===== config.mk =====
export PLATFORM = sky130hd
export DESIGN_NAME = flow_subtable
export DESIGN_NICKNAME = d
export VERILOG_FILES = /design/src/hw/flow_fields_pkg.sv /design/src/hw/flow_table_pkg.sv /design/src/hw/flow_subtable.sv
export VERILOG_INCLUDE_DIRS = /design/src /design/src/include
export SDC_FILE = /design/constraint.sdc
export NUM_CORES = 2
export LEC_CHECK = 0
export BUFFER_PORTS_ARGS = -buffer_cell sky130_fd_sc_hd__buf_2
export CAP_MARGIN = 20
export CORE_UTILIZATION = 30
export DETAILED_ROUTE_END_ITERATION = 8
export SKIP_LAST_GASP = 1
export SLEW_MARGIN = 15
export SYNTH_ARGS = -nofsm -noshare
export SYNTH_HDL_FRONTEND = slang
export SYNTH_SLANG_ARGS = --single-unit

===== constraint.sdc =====
create_clock -name clk -period 14.7 [get_ports clk]
set_input_delay 1.47 -clock clk [delete_from_list [all_inputs] [get_ports clk]]
set_output_delay 1.47 -clock clk [all_outputs]
set_load 0.02 [all_outputs]

===== src/include/flow_table_defs.svh =====
`ifndef FLOW_TABLE_DEFS_SVH
`define FLOW_TABLE_DEFS_SVH

// Table geometry
`define FT_WAYS        4
`define FT_AWIDTH      4
`define FT_DEPTH       16

// Field widths
`define FT_TUPLE_W     104
`define FT_PCIE_W      64
`define FT_LEN_W       16

// Hash pipeline
`define FT_HASH_W      32
`define FT_HASH_STAGES 4
`define FT_HASH_MULT   32'h9e3779b1

// Edges from read enable to subtable data
`define FT_READ_LAT    2

`endif


===== src/hw/flow_fields_pkg.sv =====
`include "flow_table_defs.svh"

package flow_fields_pkg;

    // Src IP, dst IP, src port, dst port, protocol
    typedef logic [`FT_TUPLE_W-1:0] tuple_t;

    typedef logic [`FT_PCIE_W-1:0] pcie_addr_t;
    typedef logic [`FT_LEN_W-1:0]  pkt_len_t;

endpackage


===== src/hw/flow_table_pkg.sv =====
`include "flow_table_defs.svh"

package flow_table_pkg;

    typedef logic [`FT_HASH_W-1:0] hash_t;
    typedef logic [`FT_AWIDTH-1:0] ft_addr_t;

    // One bit per subtable
    typedef logic [`FT_WAYS-1:0] way_mask_t;

    typedef enum logic {
        LK_IDLE,
        LK_READ
    } lookup_state_t;

    typedef enum logic [2:0] {
        PL_IDLE,
        PL_READ,
        PL_UPDATE,
        PL_INSERT,
        PL_FULL
    } place_state_t;

endpackage


===== src/hw/flow_subtable.sv =====
`timescale 1ns/1ps
`include "flow_table_defs.svh"

module flow_subtable (
    input  logic                        clk,
    input  logic                        rst,
    input  flow_table_pkg::ft_addr_t    addr_a,
    input  flow_table_pkg::ft_addr_t    addr_b,
    input  logic                        rd_en_a,
    input  logic                        rd_en_b,
    input  logic                        wr_en_b,
    input  flow_fields_pkg::tuple_t     wr_tuple,
    input  flow_fields_pkg::pcie_addr_t wr_pcie_addr,
    output logic                        q_a_valid,
    output logic                        q_b_valid,
    output flow_fields_pkg::tuple_t     q_a_tuple,
    output flow_fields_pkg::tuple_t     q_b_tuple,
    output flow_fields_pkg::pcie_addr_t q_a_pcie_addr,
    output flow_fields_pkg::pcie_addr_t q_b_pcie_addr
);

    import flow_fields_pkg::*;
    import flow_table_pkg::*;

    tuple_t               mem_tuple [`FT_DEPTH];
    pcie_addr_t           mem_pcie [`FT_DEPTH];
    logic [`FT_DEPTH-1:0] slot_valid;
    ft_addr_t             addr_a_r;
    ft_addr_t             addr_b_r;
    logic                 rd_a_r;
    logic                 rd_b_r;

    always_ff @(posedge clk) begin
        if (wr_en_b) begin
            mem_tuple[addr_b] <= wr_tuple;
            mem_pcie[addr_b]  <= wr_pcie_addr;
        end
    end

    // Table starts empty
    always_ff @(posedge clk) begin
        if (rst) begin
            slot_valid <= '0;
        end else if (wr_en_b) begin
            slot_valid[addr_b] <= 1'b1;
        end
    end

    // First read cycle registers the address
    always_ff @(posedge clk) begin
        if (rst) begin
            rd_a_r <= 1'b0;
            rd_b_r <= 1'b0;
        end else begin
            rd_a_r <= rd_en_a;
            rd_b_r <= rd_en_b;
        end
    end

    always_ff @(posedge clk) begin
        if (rd_en_a) begin
            addr_a_r <= addr_a;
        end
        if (rd_en_b) begin
            addr_b_r <= addr_b;
        end
    end

    // Second read cycle registers the data
    always_ff @(posedge clk) begin
        if (rst) begin
            q_a_valid <= 1'b0;
            q_b_valid <= 1'b0;
        end else begin
            if (rd_a_r) begin
                q_a_valid <= slot_valid[addr_a_r];
            end
            if (rd_b_r) begin
                q_b_valid <= slot_valid[addr_b_r];
            end
        end
    end

    always_ff @(posedge clk) begin
        if (rd_a_r) begin
            q_a_tuple     <= mem_tuple[addr_a_r];
            q_a_pcie_addr <= mem_pcie[addr_a_r];
        end
        if (rd_b_r) begin
            q_b_tuple     <= mem_tuple[addr_b_r];
            q_b_pcie_addr <= mem_pcie[addr_b_r];
        end
    end

endmodule


# After elaboration in Yosys (flattened, before gate mapping)
# Memory sizes are Yosys's and may differ from the RTL's. A register that Yosys moved wholly into a read port is not among the register bits.
# Index checks and enable logic that the tools add are counted.
# totals
ff_bits,28
ramBits,2688
inputBits,181
output_inout_bits,338
wordCells,23
memories,2
# classes
order_cmp,4
mux,8
n_bitwise,1
n_reduce_logical,1
# memory_table
memory,words,word_bits,rd,rd_clocked_by_memory_dff,write_ports,line,text
mem_tuple,16,104,2,2,1,flow_subtable.sv:25,tuple_t mem_tuple [`FT_DEPTH];
mem_pcie,16,64,2,2,1,flow_subtable.sv:26,pcie_addr_t mem_pcie [`FT_DEPTH];
# op_table
cell,count
OR 16 bit,1
< comparator 4 x 5 -> 1 bit (second input constant),3
binary-select mux 1 bit (select 4 bit),2
2-to-1 mux 1 bit,5
demux 1 bit (select 4 bit),1
>= comparator 4 x 1 -> 1 bit (second input constant),1
logical AND 1 bit,1

# Logic depth before layout (Yosys ltp)
# depth
ltp_word,5
mapped_depth,9
depth_no_buf,4

# Worst setup path before layout
# Ideal clock, no wire load.
# synth_timing
path_kind,input-to-reg
startpoint,in addr_b[0]
endpoint,"mem mem_pcie[0][0] in the netlist's numbering, enable pin"
setup_time_ns,0.906
t_arrival_ns,13.355
required_ns,13.794
path_slack_ns,0.439
cell_stages,2
path_buffers,0
cell_sequence,or3b_2 > nor3_1
# synth_rtl
item,line,text
start: declaration,flow_subtable.sv:8,"input flow_table_pkg::ft_addr_t addr_b,"
end: declaration,flow_subtable.sv:26,
# Straight into the memory's write port.

==> results.cfg <==
[worst_setup_path]
crit_path_max_fanout = 45
path_delay_family = buffers and inverters
crit_path_end_kind = flip-flop
crit_type = reg -> reg
worstPathCellList = buf_4, buf_4, buf_4, buf_4, mux4_2, nor2b_1, a211oi_1, a21oi_1
slowest_delay_ns = 0.86
r2r_slack_ns = 9.52
worst_path_max_delay_cell = buf_4
r2r-end = q_b_tuple[69]
r2r_start = addr_b_r[0]
arrival_ns = 5.80
crit_top_cell = buf_4
worst_setup_path_start_kind = flip-flop
worstPathRequired_ns = 15.32
reg2reg_depth = 8
cp_num_buf_inv = 4

[final_layout]
drive_above_1_share = 0.4150
final_common_cell = edfxtp_1
final_nets = 6436
multi_input_area_sq_mm = 0.03937
ff_latch_area_sq_mm = 0.09146
nFillCells = 40310
final_cell_mix = edfxtp_1 (3032), mux4_2 (1543), buf_2 (518)
area_delta_synth_final_pct = 15.70

[clock_network]
cts_hold_buf = 0
htree_num_levels = 5
path_clk_slew_ns = 0.06
clockRootBuffer = clkbuf_16
clkLatencyLatePin_ns = 0.95
cts_setup_buffers = 0
ctsResizeCount = 0
clock_path_buffers = 4
cts_made_buffers = 338
cts_tree = built
cts.sinks = 3052

[logic_synthesis]
synth_seq_cells = 3052
synth_warnings = 0
synthesis.area_sq_mm = 0.1326
yosysUniqueCellTypes = 28
syn_nets = 5855
syn_inst = 5674
synth_area_per_cell_sq_um = 23.37
seq_area_frac_synth = 0.6896

[sta]
hold_viol = 0
rsz0062_at_grt = false
maxClockFrequency_mhz = 192.9
worstMarginPinSlew_ns = 1.146
fin_skew_ns = 0.04554
setup_viol = 0
fin_crit_ns = 5.184
setup_ws_ns = 9.516
fin_crit_sh = 0.3527
hold_ws_ns = 0.4961
finalMaxSlewViolations = 0
fin_setup_tns_ns = 0
slew_headroom = 0.2359

[routing]
dr.pass1.iters = 7
routedWlPerCell_um = 29.39
drcViolationCount = 0
viasPerCell = 5.304
drt_iter0_drc = 6590
via_count = 66030
antenna_left = 0
wl_mm = 365.9

[power]
ir_worst_vdd_uv = 86.28
pwr_density_cell_mw_per_mm2 = 133.4
leakage_nw = 47.50

[grt]
first_global_vias = 71010
grt_pass1_wl_mm = 523.8
grt_max_degree = 124
antenna_found_initial = 89
gr-total-overflow = 0
grt_usage = 0.1612

[hold_path]
whs_path_depth = 2
whs_endpoint = slot_valid[6]
min_from = slot_valid[6]
worst_hold_path_type = reg -> reg

[status]
status = finished, final reports clean

[floorplanning]
die_w_um = 666.8
initial_core_util = 0.3020
core_area_sq_mm = 0.4390
die_area_sq_mm = 0.4447
die_h_um = 666.8
ios = 519
rows = 243

[placed_design]
place_ws_ns = 9.070
gp_congestion = 0.7501
dp_hpwl_mm = 201.4
portBuffers = 518

[run]
drv_cap = 0
## tightest hold or removal path, cell delays in order (launching register included)
cell	delay, ns
dfxtp_1	0.34
nor2_1	0.05
nor2_1	0.07
## cell families (layout without fill, tap and decap cells)
logic type | count (synthesis) | in the layout | synth area share
flip-flops | 3052 | 3052 | 0.6896
multiplexers | 1692 | 1692 | 0.2733
buffers and inverters | 429 | 1288 | 0.01430
AO/OA/AOI/OAI | 291 | 291 | 0.01378
AND/OR/NAND/NOR | 210 | 210 | 0.008983
other | 0 | 36 | 0
## layer usage
metal  vias up  wire, um  track usage
met5         -       191            0
met4        30     10010      0.04430
met3       605     22070      0.02629
met2      2400    188200       0.2803
met1     36460    145400       0.2084
li1      26540         -            -
## sequential cells by signal, indices dropped and copies added, names as in the netlist
register,flops
mem_tuple,1664
mem_pcie,1024
q_a_tuple,104
q_b_tuple,104
q_a_pcie_addr,64
q_b_pcie_addr,64
slot_valid,16
addr_a_r,4
addr_b_r,4
q_a_valid,1
q_b_valid,1
rd_a_r,1
rd_b_r,1
## stage by stage
step	area, sq um	power [mW]	util	cells
2_1_floorplan	132600	11.51	-	5674
3_3_place_gp	142300	12.19	0.3241	11800
3_5_place_dp	142300	12.23	0.3241	11800
4_1_cts	153300	20.70	0.3492	12410
5_1_grt	153400	21.11	0.3493	12420
6_report	153400	20.46	0.3494	12450
## layout make-up
class                           instances  area share
Multi-Input combinational cell       2193      0.2566
Inverter                                1  0.00002447
Antenna cell                           36   0.0005872
Sequential cell                      3052      0.5961
Tap cell                             5880     0.04795
Timing Repair Buffer                  669     0.02673
Clock buffer                          406     0.05749
Clock inverter                        212     0.01448
## worst max path at each step
| stage | start | end | cells after the start |
|---|---|---|---|
| final | addr_b_r[0] | q_b_tuple[69] | 8 |
| after CTS | addr_b_r[0] | q_b_tuple[70] | 8 |
| after global placement | addr_b[0] | slot_valid[4] | 8 |
| after floorplan | addr_b[0] | mem_pcie[0][0] | 2 |
| after detailed placement | addr_b[0] | mem_pcie[4][21] | 6 |
| after global routing | addr_b_r[0] | q_b_tuple[69] | 8 |
## cell usage after synthesis
cell / n / area, sq um
a211oi_1: 143 / 1074
buf_2: 178 / 890.9
and3_1: 1 / 6.260
inv_1: 1 / 3.750
nand3b_1: 3 / 22.52
mux2i_1: 148 / 1481
a22oi_1: 1 / 7.510
o211ai_1: 1 / 7.510
nor3_1: 4 / 20.02
nor3b_1: 1 / 7.510
mux4_2: 1543 / 34750
edfxtp_1: 3032 / 91050
dfxtp_1: 20 / 400.4
buf_4: 9 / 67.56
or3b_2: 1 / 8.760
nor2b_1: 146 / 913.4
mux2_2: 1 / 11.26
a221oi_1: 1 / 8.760
buf_1: 35 / 131.4
clkbuf_1: 202 / 758.2
a2111oi_0: 1 / 8.760
a21oi_1: 144 / 720.7
nand3_1: 2 / 10.01
nor4_1: 1 / 6.260
buf_6: 4 / 45.04
nand2b_1: 2 / 12.51
nor2_1: 47 / 176.4
nand2_1: 2 / 7.510
## where the power goes
part / total [mW] / internal (mW) / switching, mW
Sequential: 10.0 / 9.87 / 0.133
Clock: 8.46 / 4.87 / 3.59
Combinational: 2.00 / 0.891 / 1.11
Note: power is estimated with default switching activity, not from simulation.
