[src/include/flow_table_defs.svh]
`ifndef FLOW_TABLE_DEFS_SVH
`define FLOW_TABLE_DEFS_SVH

// Table geometry
`define FT_WAYS        4
`define FT_AWIDTH      4
`define FT_DEPTH       16

// Field widths
`define FT_TUPLE_W     104
`define FT_PCIE_W      64
`define FT_LEN_W       16

// Hash pipeline
`define FT_HASH_W      32
`define FT_HASH_STAGES 4
`define FT_HASH_MULT   32'h9e3779b1

// Edges from read enable to subtable data
`define FT_READ_LAT    2

`endif

[src/hw/flow_fields_pkg.sv]
`include "flow_table_defs.svh"

package flow_fields_pkg;

    // Src IP, dst IP, src port, dst port, protocol
    typedef logic [`FT_TUPLE_W-1:0] tuple_t;

    typedef logic [`FT_PCIE_W-1:0] pcie_addr_t;
    typedef logic [`FT_LEN_W-1:0]  pkt_len_t;

endpackage

[src/hw/flow_table_pkg.sv]
`include "flow_table_defs.svh"

package flow_table_pkg;

    typedef logic [`FT_HASH_W-1:0] hash_t;
    typedef logic [`FT_AWIDTH-1:0] ft_addr_t;

    // One bit per subtable
    typedef logic [`FT_WAYS-1:0] way_mask_t;

    typedef enum logic {
        LK_IDLE,
        LK_READ
    } lookup_state_t;

    typedef enum logic [2:0] {
        PL_IDLE,
        PL_READ,
        PL_UPDATE,
        PL_INSERT,
        PL_FULL
    } place_state_t;

endpackage

[src/hw/flow_hash.sv]
`timescale 1ns/1ps
`include "flow_table_defs.svh"

module flow_hash #(
    parameter int SEED = 0
) (
    input  logic                    clk,
    input  logic                    rst,
    input  logic                    stall,
    input  flow_fields_pkg::tuple_t tuple_in,
    input  logic                    tuple_valid,
    output flow_table_pkg::hash_t   hashed,
    output logic                    hashed_valid
);

    import flow_table_pkg::*;

    localparam int PAD_W = 4 * `FT_HASH_W;

    logic [PAD_W-1:0]           padded;
    hash_t                      folded;
    hash_t                      s1_fold;
    hash_t                      s2_mul;
    hash_t                      s3_mix;
    logic [`FT_HASH_STAGES-1:0] stage_valid;

    // Zero-padded tuple folded into one word with the seed
    assign padded = {{(PAD_W - `FT_TUPLE_W){1'b0}}, tuple_in};
    assign folded = padded[0 +: `FT_HASH_W] ^ padded[`FT_HASH_W +: `FT_HASH_W]
                  ^ padded[2*`FT_HASH_W +: `FT_HASH_W] ^ padded[3*`FT_HASH_W +: `FT_HASH_W]
                  ^ hash_t'(SEED);

    always_ff @(posedge clk) begin
        if (!stall) begin
            s1_fold <= folded;
            s2_mul  <= s1_fold * `FT_HASH_MULT;
            s3_mix  <= s2_mul ^ (s2_mul >> 16);
            hashed  <= s3_mix * `FT_HASH_MULT;
        end
    end

    always_ff @(posedge clk) begin
        if (rst) begin
            stage_valid <= '0;
        end else if (!stall) begin
            stage_valid <= {stage_valid[`FT_HASH_STAGES-2:0], tuple_valid};
        end
    end

    assign hashed_valid = stage_valid[`FT_HASH_STAGES-1];

endmodule

[src/hw/flow_placement.sv]
`timescale 1ns/1ps
`include "flow_table_defs.svh"

module flow_placement (
    input  logic                        clk,
    input  logic                        rst,
    input  flow_fields_pkg::tuple_t     in_control_tuple,
    input  flow_fields_pkg::pcie_addr_t in_control_pcie_addr,
    input  logic                        in_control_valid,
    output logic                        in_control_ready,
    output logic                        out_control_done,
    output logic                        out_control_full,
    output logic                        rd_en_b,
    output flow_table_pkg::ft_addr_t    addr_b [`FT_WAYS],
    output flow_table_pkg::way_mask_t   wr_en_b,
    output flow_fields_pkg::tuple_t     wr_tuple,
    output flow_fields_pkg::pcie_addr_t wr_pcie_addr,
    input  flow_table_pkg::way_mask_t   q_b_valid,
    input  flow_fields_pkg::tuple_t     q_b_tuple [`FT_WAYS],
    input  flow_fields_pkg::pcie_addr_t q_b_pcie_addr [`FT_WAYS]
);

    import flow_fields_pkg::*;
    import flow_table_pkg::*;

    localparam int               CNT_W   = $clog2(`FT_READ_LAT + 1);
    localparam logic [CNT_W-1:0] RD_LAST = CNT_W'(`FT_READ_LAT);

    place_state_t     state;
    logic             busy;
    logic             issue;
    logic [CNT_W-1:0] rd_cnt;
    hash_t            hashed [`FT_WAYS];
    way_mask_t        hashed_valid;
    tuple_t           ctl_tuple_d [`FT_HASH_STAGES];
    pcie_addr_t       ctl_pcie_d [`FT_HASH_STAGES];
    way_mask_t        hit;
    way_mask_t        hit_r;
    way_mask_t        empty_r;

    function automatic way_mask_t lowest_way(way_mask_t mask);
        return mask & (~mask + 1'b1);
    endfunction

    assign busy             = (state != PL_IDLE);
    assign in_control_ready = !busy;
    assign issue            = !busy && (&hashed_valid);

    for (genvar w = 0; w < `FT_WAYS; w++) begin : g_way
        flow_hash #(.SEED(w)) hash_i (
            .clk          (clk),
            .rst          (rst),
            .stall        (busy),
            .tuple_in     (in_control_tuple),
            .tuple_valid  (in_control_valid && in_control_ready),
            .hashed       (hashed[w]),
            .hashed_valid (hashed_valid[w])
        );
        // Entry being placed is held in wr_tuple for the whole operation
        assign hit[w] = q_b_valid[w] && (q_b_tuple[w] == wr_tuple);
    end

    always_ff @(posedge clk) begin
        if (!busy) begin
            ctl_tuple_d[0] <= in_control_tuple;
            ctl_pcie_d[0]  <= in_control_pcie_addr;
            for (int i = 1; i < `FT_HASH_STAGES; i++) begin
                ctl_tuple_d[i] <= ctl_tuple_d[i-1];
                ctl_pcie_d[i]  <= ctl_pcie_d[i-1];
            end
        end
    end

    always_ff @(posedge clk) begin
        if (issue) begin
            wr_tuple     <= ctl_tuple_d[`FT_HASH_STAGES-1];
            wr_pcie_addr <= ctl_pcie_d[`FT_HASH_STAGES-1];
            for (int w = 0; w < `FT_WAYS; w++) begin
                addr_b[w] <= hashed[w][`FT_HASH_W-1 -: `FT_AWIDTH];
            end
        end
        if (state == PL_READ && rd_cnt == RD_LAST) begin
            hit_r   <= hit;
            empty_r <= ~q_b_valid;
        end
    end

    always_ff @(posedge clk) begin
        if (rst) begin
            state            <= PL_IDLE;
            rd_en_b          <= 1'b0;
            wr_en_b          <= '0;
            out_control_done <= 1'b0;
            out_control_full <= 1'b0;
            rd_cnt           <= '0;
        end else begin
            rd_en_b          <= issue;
            wr_en_b          <= '0;
            out_control_done <= 1'b0;
            out_control_full <= 1'b0;
            case (state)
                PL_IDLE: begin
                    if (issue) begin
                        rd_cnt <= '0;
                        state  <= PL_READ;
                    end
                end
                PL_READ: begin
                    if (rd_cnt != RD_LAST) begin
                        rd_cnt <= rd_cnt + 1'b1;
                    end else if (|hit) begin
                        state <= PL_UPDATE;
                    end else if (!(&q_b_valid)) begin
                        state <= PL_INSERT;
                    end else begin
                        state <= PL_FULL;
                    end
                end
                PL_UPDATE: begin
                    wr_en_b          <= lowest_way(hit_r);
                    out_control_done <= 1'b1;
                    state            <= PL_IDLE;
                end
                PL_INSERT: begin
                    wr_en_b          <= lowest_way(empty_r);
                    out_control_done <= 1'b1;
                    state            <= PL_IDLE;
                end
                PL_FULL: begin
                    // No eviction, the entry is dropped
                    out_control_done <= 1'b1;
                    out_control_full <= 1'b1;
                    state            <= PL_IDLE;
                end
                default: begin
                    state <= PL_IDLE;
                end
            endcase
        end
    end

endmodule

[config.mk]
export PLATFORM = sky130hd
export DESIGN_NAME = flow_placement
export DESIGN_NICKNAME = d
export VERILOG_FILES = /design/src/hw/flow_fields_pkg.sv /design/src/hw/flow_table_pkg.sv /design/src/hw/flow_hash.sv /design/src/hw/flow_placement.sv
export VERILOG_INCLUDE_DIRS = /design/src /design/src/include
export SDC_FILE = /design/constraint.sdc
export NUM_CORES = 2
export LEC_CHECK = 0
export BUFFER_PORTS_ARGS = -buffer_cell sky130_fd_sc_hd__buf_2
export CELL_PAD_IN_SITES_DETAIL_PLACEMENT = 1
export CELL_PAD_IN_SITES_GLOBAL_PLACEMENT = 1
export CORE_ASPECT_RATIO = 1.25
export CORE_MARGIN = 3
export CORE_UTILIZATION = 45
export CTS_CLUSTER_DIAMETER = 40
export DETAILED_ROUTE_END_ITERATION = 6
export PLACE_DENSITY_LB_ADDON = 0.1
export SLEW_MARGIN = 5
export SYNTH_ARGS = -nofsm -noshare
export SYNTH_HDL_FRONTEND = slang
export SYNTH_SLANG_ARGS = --single-unit
[constraint.sdc]
create_clock -name clk -period 79.4 [get_ports clk]
set_input_delay 11.91 -clock clk [delete_from_list [all_inputs] [get_ports clk]]
set_output_delay 11.91 -clock clk [all_outputs]
set_load 0.01 [all_outputs]
After elaboration in Yosys (flattened, before gate mapping):

Memory sizes are Yosys's and may differ from the RTL's. A register that Yosys moved wholly into a read port is not among the register bits.
Index checks and enable logic that the tools add are counted.

* register bits after elaboration: 564
* RAM bits: 672
* bits of input ports: 847
* word-level logic and storage cells: 102
* memories kept: 2

Memory list
* ctl_tuple_d: words 4, width 104, rd ports 4, clocked after memory_dff 1, wr ports 4, RTL line flow_placement.sv:35 `` tuple_t ctl_tuple_d [`FT_HASH_STAGES]; ``
* ctl_pcie_d: words 4, width 64, rd ports 4, clocked after memory_dff 1, wr ports 4, RTL line flow_placement.sv:36 `` pcie_addr_t ctl_pcie_d [`FT_HASH_STAGES]; ``

* $add $sub $neg: 3
* multipliers: 8
* equality and inequality tests: 13
* muxes and demuxes: 12
* bitwise operators: 15
* reduce and logical (&&, ||, !) cells: 17

Operators with widths (count)
* $eq A104 B104 Y1: 4
* $mul A32 B32 Y32 const B: 8
* $xor A32 B16 Y32: 4
* $xor A32 B32 Y32: 2
* $xor A32 B8 Y32: 1
* $mux W3: 4
* $not A4 Y4: 3
* $add A4 B1 Y4 const B: 2
* $and A4 B4 Y4: 2
* $pmux W4 S2: 1
* $reduce_and A4 Y1: 2
* $logic_and A1 B1 Y1: 7
* $eq A3 B2 Y1 const B: 2
* $ne A2 B2 Y1 const B: 3
* $pmux W3 S2: 1
* $mux W2: 2
* $pmux W2 S2: 1
* $reduce_or A4 Y1: 1
* $eq A3 B1 Y1 const B: 1
* $eq A3 B3 Y1 const B: 1
* $logic_not A3 Y1: 1
* $mux W1: 3
* $reduce_and A3 Y1: 1
* $reduce_bool A3 Y1: 1
* other kinds (9): 10

Logic depth before layout (Yosys ltp):

* depth after elaboration: 6
* mapped depth: 27
* mapped depth without buffers: 27

Modules after synthesis:

From an unflattened synthesis, not the netlist that was laid out.

* cell total of the unflattened synthesis: 9927
* area total of the unflattened synthesis: 122870.3 sq um

Modules (own cells, without submodules)
* flow_hash (g_way[1].hash_i ...): times used 2, cells each 2003, area each 22379.0 sq um, sequential area each 3923.8 sq um
* flow_placement: times used 1, cells each 1933, area each 33434.6 sq um, sequential area each 26185.1 sq um
* flow_hash (g_way[3].hash_i): times used 1, cells each 2006, area each 22385.2 sq um, sequential area each 3923.8 sq um
* flow_hash (g_way[0].hash_i): times used 1, cells each 1982, area each 22292.6 sq um, sequential area each 3923.8 sq um

Least setup slack after synthesis:

OpenSTA, ideal clock, no wires.

* path kind: register to register
* start point: register state[0]
* end point: register addr_b[0] (netlist bit) (enable)
* setup time: 282 ps
* arrival time: 78510 ps
* data required time: 79118 ps
* path slack: 607 ps
* cell stages (with the launch flop): 5
* path buffers: 1
* path through: dfxtp_1 -> clkbuf_1 -> nor3_1 -> nand2_1 -> inv_1

* cells in the longest elaborated chain, start to end: 3

Ends and longest elaborated chain
* start, declared: RTL line flow_placement.sv:29 `place_state_t state;`
* start signal, assigned: RTL line flow_placement.sv:90 `state <= PL_IDLE;`
* start signal, assigned: RTL line flow_placement.sv:105 `state <= PL_READ;`
* start signal, assigned: RTL line flow_placement.sv:112 `state <= PL_UPDATE;`
* $reduce_bool A3 Y1: RTL line flow_placement.sv:45 `assign busy = (state != PL_IDLE);`
* $logic_not A1 Y1
* via in_control_ready: RTL line flow_placement.sv:10 `output logic in_control_ready,`
* $logic_and A1 B1 Y1: RTL line flow_placement.sv:47 `assign issue = !busy && (&hashed_valid);`
* via issue: RTL line flow_placement.sv:31 `logic issue;`
* end signal, assigned by index: RTL line flow_placement.sv:79 `` addr_b[w] <= hashed[w][`FT_HASH_W-1 -: `FT_AWIDTH]; ``
* end, declared: RTL line flow_placement.sv:14 `` output flow_table_pkg::ft_addr_t addr_b [`FT_WAYS], ``

The timed path passes the listed nets, and every way through them passes these cells.
A chain may end at the register's enable or synchronous reset.

Worst setup path after layout:

* start point: input port q_b_tuple[278] (netlist bit)
* end point: register state[0]

* cells in the longest elaborated chain, start to end: 6

Ends and longest elaborated chain
* start, declared: RTL line flow_placement.sv:19 `` input flow_fields_pkg::tuple_t q_b_tuple [`FT_WAYS], ``
* $eq A104 B104 Y1: RTL line flow_placement.sv:60 `assign hit[w] = q_b_valid[w] && (q_b_tuple[w] == wr_tuple);`
* $logic_and A1 B1 Y1: RTL line flow_placement.sv:60
* via hit[1]: RTL line flow_placement.sv:37 `way_mask_t hit;`
* $reduce_or A4 Y1: RTL line flow_placement.sv:111 `end else if (|hit) begin`
* $mux W3: RTL line flow_placement.sv:111
* $mux W3: RTL line flow_placement.sv:109 `if (rd_cnt != RD_LAST) begin`
* $pmux W3 S2: RTL line flow_placement.sv:101 `case (state)`
* end signal, assigned: RTL line flow_placement.sv:105
* end signal, assigned: RTL line flow_placement.sv:112
* end signal, assigned: RTL line flow_placement.sv:114 `state <= PL_INSERT;`

The timed path passes the listed nets, and every way through them passes these cells. The select of a mux whose other input is x is not followed.

==> impl_results.rst <==
.. list-table::
   :header-rows: 1

   * - Metric
     - Value
   * - CP Data Arrival Time
     - 15.15 ns
   * - Min Hold Slack
     - 0.365 ns
   * - Leading cell type in the layout, fill and taps excluded
     - sky130_fd_sc_hd__inv_1
   * - Unrepaired setup endpoints after global routing
     - no
   * - Residual antenna-violating net count after detailed routing
     - 0
   * - Count of routing violations after the opening detailed-route iteration
     - 4655
   * - Cell family contributing the most delay on the critical path
     - simple AND/OR/NAND/NOR gates
   * - Number of cells traversed by the worst hold path
     - 0
   * - Multiplexer fraction of the synthesized cell area
     - 0.000515
   * - Final core area utilization
     - 0.515
   * - Path class of the lowest-slack min-delay path
     - register to register
   * - Cell chosen for the clock root
     - sky130_fd_sc_hd__clkbuf_16
   * - Final-stage net count
     - 12000
   * - Number of buffer cells added on primary ports
     - 782
   * - Area added between synthesis and finish
     - 13.7%
   * - Outcome
     - finished clean
   * - Commonest non-fill, non-tap cells in the layout
     - sky130_fd_sc_hd__inv_1 (2282), sky130_fd_sc_hd__fa_1 (1305), sky130_fd_sc_hd__ha_1 (1216)
   * - Last weighted congestion value of the routability-driven placer
     - 1.01
   * - Combinational family with the most area after synthesis
     - adder cells
   * - CP Cell Sequence
     - buf_2 -> xor2_1 -> nor4_1 -> nand4_1 -> or3_1 -> nor4_1 -> buf_4 -> or4_2 -> o21ai_1 -> a21oi_1 -> nor2_1
   * - Longest Clk Path Bufs
     - 4
   * - Worst path required time
     - 80.08 ns
   * - Routed via count divided by cell count
     - 5.25
   * - Mean instance size in the synthesized netlist
     - 12.7 um2
   * - Crit end category
     - register
   * - Max transition margin
     - 0.168
   * - Quantity of hold-fixing buffers added after cts
     - 0
   * - Half-perimeter wire length of the detailed placement result
     - 305 mm
   * - CTS tree
     - built
   * - Site Rows
     - 190
   * - Total Negative Setup Slacks
     - 0 ns
   * - Worst min-delay path startpoint
     - ctl_tuple_d[2][13]
   * - Source-to-sink clock delay at the later pin of the worst-skew pair
     - 0.88 ns
   * - FF-to-FF End
     - g_way[2].hash_i.s2_mul[30]
   * - Initial antenna violation count
     - 146
   * - Critical path buffer and inverter count
     - 2
   * - Synthesized netlist cell count
     - 7633
   * - Final wirelength
     - 356 mm
   * - Upper clock frequency limit
     - 0.0691 GHz
   * - First-pass GRT wire length
     - 502 mm
   * - Number of failing setup endpoints in the final timing report
     - 0
   * - Length of the first detailed-routing pass in iterations
     - 5
   * - Post-synthesis share of cell area spent on xor and xnor gates
     - 0.0659
   * - # clock sinks
     - 1174
   * - Number of vias in the routed layout
     - 61200
   * - MaxCap Viol Count
     - 0
   * - Pins Over Slew Limit
     - 0
   * - WS Path Type
     - primary input to register
   * - Synthesized flop and latch total
     - 1174
   * - Synth Area in Adders
     - 0.426
   * - Post-CTS setup buffers
     - 0
   * - Number of gates resized after cts
     - 0
   * - Register-to-register path setup slack
     - 70.71 ns
   * - Fin Clk Skew
     - 0.0943 ns
   * - Hold EP
     - ctl_tuple_d[3][13]
   * - Number of global-route vias before repair
     - 68200
   * - Overall overflow remaining after global route
     - 0
   * - Syn_nets
     - 11000
   * - Aggregate global-route resource usage
     - 0.324
   * - Clock-pin slew on the worst setup and hold paths
     - 0.06 ns
   * - Final Hold Fails
     - 0
   * - Detailed-route DRC error count
     - 0
   * - Proportion of synthesized chip area in sequential cells
     - 0.361
   * - Cell occurring most often along the worst timing path
     - sky130_fd_sc_hd__nor4_1
   * - Effective utilization at floorplan
     - 0.453
   * - Simple-gate area share of the yosys netlist
     - 0.0224
   * - Worst-margin pin slew
     - 1.24 ns
   * - Maximum number of pins on one net before global-route repair
     - 187
   * - Core area
     - 214000 um2
   * - FFs w/ async S/R, synth
     - 0
   * - Post-route fraction of the period consumed by the critical path
     - 0.182
   * - R2R cell count
     - 26
   * - Fillers
     - 22200
   * - Min Tclk post-route
     - 14.48 ns
   * - Count of flip-flops with a built-in enable after synthesis
     - 1158
   * - Critical path's largest stage delay
     - 1.00 ns
   * - Post-synth top flop
     - sky130_fd_sc_hd__edfxtp_1
   * - Critical path launch point type
     - primary input
   * - Mapped Area
     - 97100 um2
   * - Critical-path maximum fanout
     - 3
   * - Post-synthesis compound-gate area fraction
     - 0.0346
   * - CTS buffer count
     - 153
   * - Htree depth
     - 4
   * - Average routed wire per standard cell
     - 30.5 um
   * - Layout cell share with drive strength beyond 1
     - 0.128
   * - Launch point of the worst reg-to-reg path
     - g_way[1].hash_i.s1_fold[7]
   * - Distinct cell type count of the synthesized netlist
     - 77
   * - Library cell contributing the largest single delay on the critical path
     - sky130_fd_sc_hd__nor4_1
   * - Synthesis warning total
     - 0
   * - Die W
     - 422 um
   * - Die Footprint
     - 222000 um2
   * - Die height
     - 525 um
   * - Number of ports placed on the die boundary
     - 1039
==> flip-flops by register name (all words and copies together) (netlist names) <==
register / count
g_way.hash_i.s2_mul: 116
g_way.hash_i.stage_valid: 4
addr_b: 16
out_control_done: 1
ctl_tuple_d: 416
wr_tuple: 104
hit_r: 4
empty_r: 4
wr_pcie_addr: 64
rd_en_b: 1
g_way.hash_i.s1_fold: 34
out_control_full: 1
state: 3
wr_en_b: 4
g_way.hash_i.hashed: 16
g_way.hash_i.s3_mix: 128
rd_cnt: 2
ctl_pcie_d: 256
==> cell usage after synthesis (8+ instances only) <==
master,n,area (um2)
sky130_fd_sc_hd__nand3_1,23,115
sky130_fd_sc_hd__nor3_1,33,165
sky130_fd_sc_hd__inv_2,9,33.8
sky130_fd_sc_hd__a21o_1,70,526
sky130_fd_sc_hd__o21a_1,23,173
sky130_fd_sc_hd__a22o_1,26,228
sky130_fd_sc_hd__o22ai_1,60,375
sky130_fd_sc_hd__or3_1,10,62.6
sky130_fd_sc_hd__o2bb2ai_1,20,175
sky130_fd_sc_hd__o21ai_0,32,160
sky130_fd_sc_hd__nand2_1,48,180
sky130_fd_sc_hd__fa_1,1305,26100
sky130_fd_sc_hd__xor2_1,323,2830
sky130_fd_sc_hd__nor2_1,80,300
sky130_fd_sc_hd__a21oi_1,106,531
sky130_fd_sc_hd__nand4_1,52,325
sky130_fd_sc_hd__clkbuf_1,25,93.8
sky130_fd_sc_hd__ha_1,1216,15200
sky130_fd_sc_hd__nand2b_1,28,175
sky130_fd_sc_hd__edfxtp_1,1158,34800
sky130_fd_sc_hd__o21ai_1,8,40.0
sky130_fd_sc_hd__a2111oi_0,14,123
sky130_fd_sc_hd__inv_1,2283,8570
sky130_fd_sc_hd__a31oi_1,8,50.1
sky130_fd_sc_hd__o21bai_1,19,143
sky130_fd_sc_hd__nor4_1,64,400
sky130_fd_sc_hd__a221oi_1,22,193
sky130_fd_sc_hd__nor2b_1,24,150
sky130_fd_sc_hd__dfxtp_1,16,320
sky130_fd_sc_hd__xnor2_1,408,3570
==> routing by layer <==
layer,vias to the layer above,part of all wire,global-route usage
li1,26400,-,-
met1,32000,0.40,0.416
met2,2145,0.48,0.545
met3,706,0.068,0.0652
met4,24,0.046,0.118
met5,-,0.00043,0
==> logic make-up after synthesis <==
family          Yosys count
fa+ha+maj              2523
buf+inv                2319
flops                  1174
xor+xnor                731
compound gates          481
simple gates            400
mux                       5
==> worst max path at each step <==
stage / slack, ns / depth (start not counted) / start / to
CTS: 65.12 / 11 / q_b_tuple[181] / state[0]
global placement: 64.31 / 11 / q_b_tuple[181] / state[0]
finish: 64.92 / 11 / q_b_tuple[278] / state[0]
global route: 64.91 / 11 / q_b_tuple[195] / state[0]
detailed placement: 64.31 / 11 / q_b_tuple[181] / state[0]
floorplan: 0.61 / 4 / state[0] / addr_b[0]
==> metrics by stage <==
| step | instance area [um2] | setup WS (ns) | std cells |
|---|---|---|---|
| 6_report | 110000 | 64.92 | 11700 |
| 5_1_grt | 110000 | 64.91 | 11600 |
| 4_1_cts | 110000 | 65.12 | 11600 |
| 3_5_place_dp | 105000 | 64.31 | 11300 |
| 3_3_place_gp | 105000 | 64.31 | 11300 |
| 2_1_floorplan | 97100 | 0.607 | 7633 |
==> cell type report <==
class                           count  area (um2)  share of cell area
Clock inverter                     95        1160              0.0105
Inverter                         2293        8610              0.0780
Sequential cell                  1174       35100               0.318
Antenna cell                       52         130             0.00118
Clock buffer                      174        3970              0.0360
Multi-Input combinational cell   4140       53300               0.483
Timing Repair Buffer              856        4490              0.0407
Tap cell                         2880        3600              0.0326
Power is not shown: default switching activity piles up to over one toggle a cycle in this logic, so the estimate is an artifact.
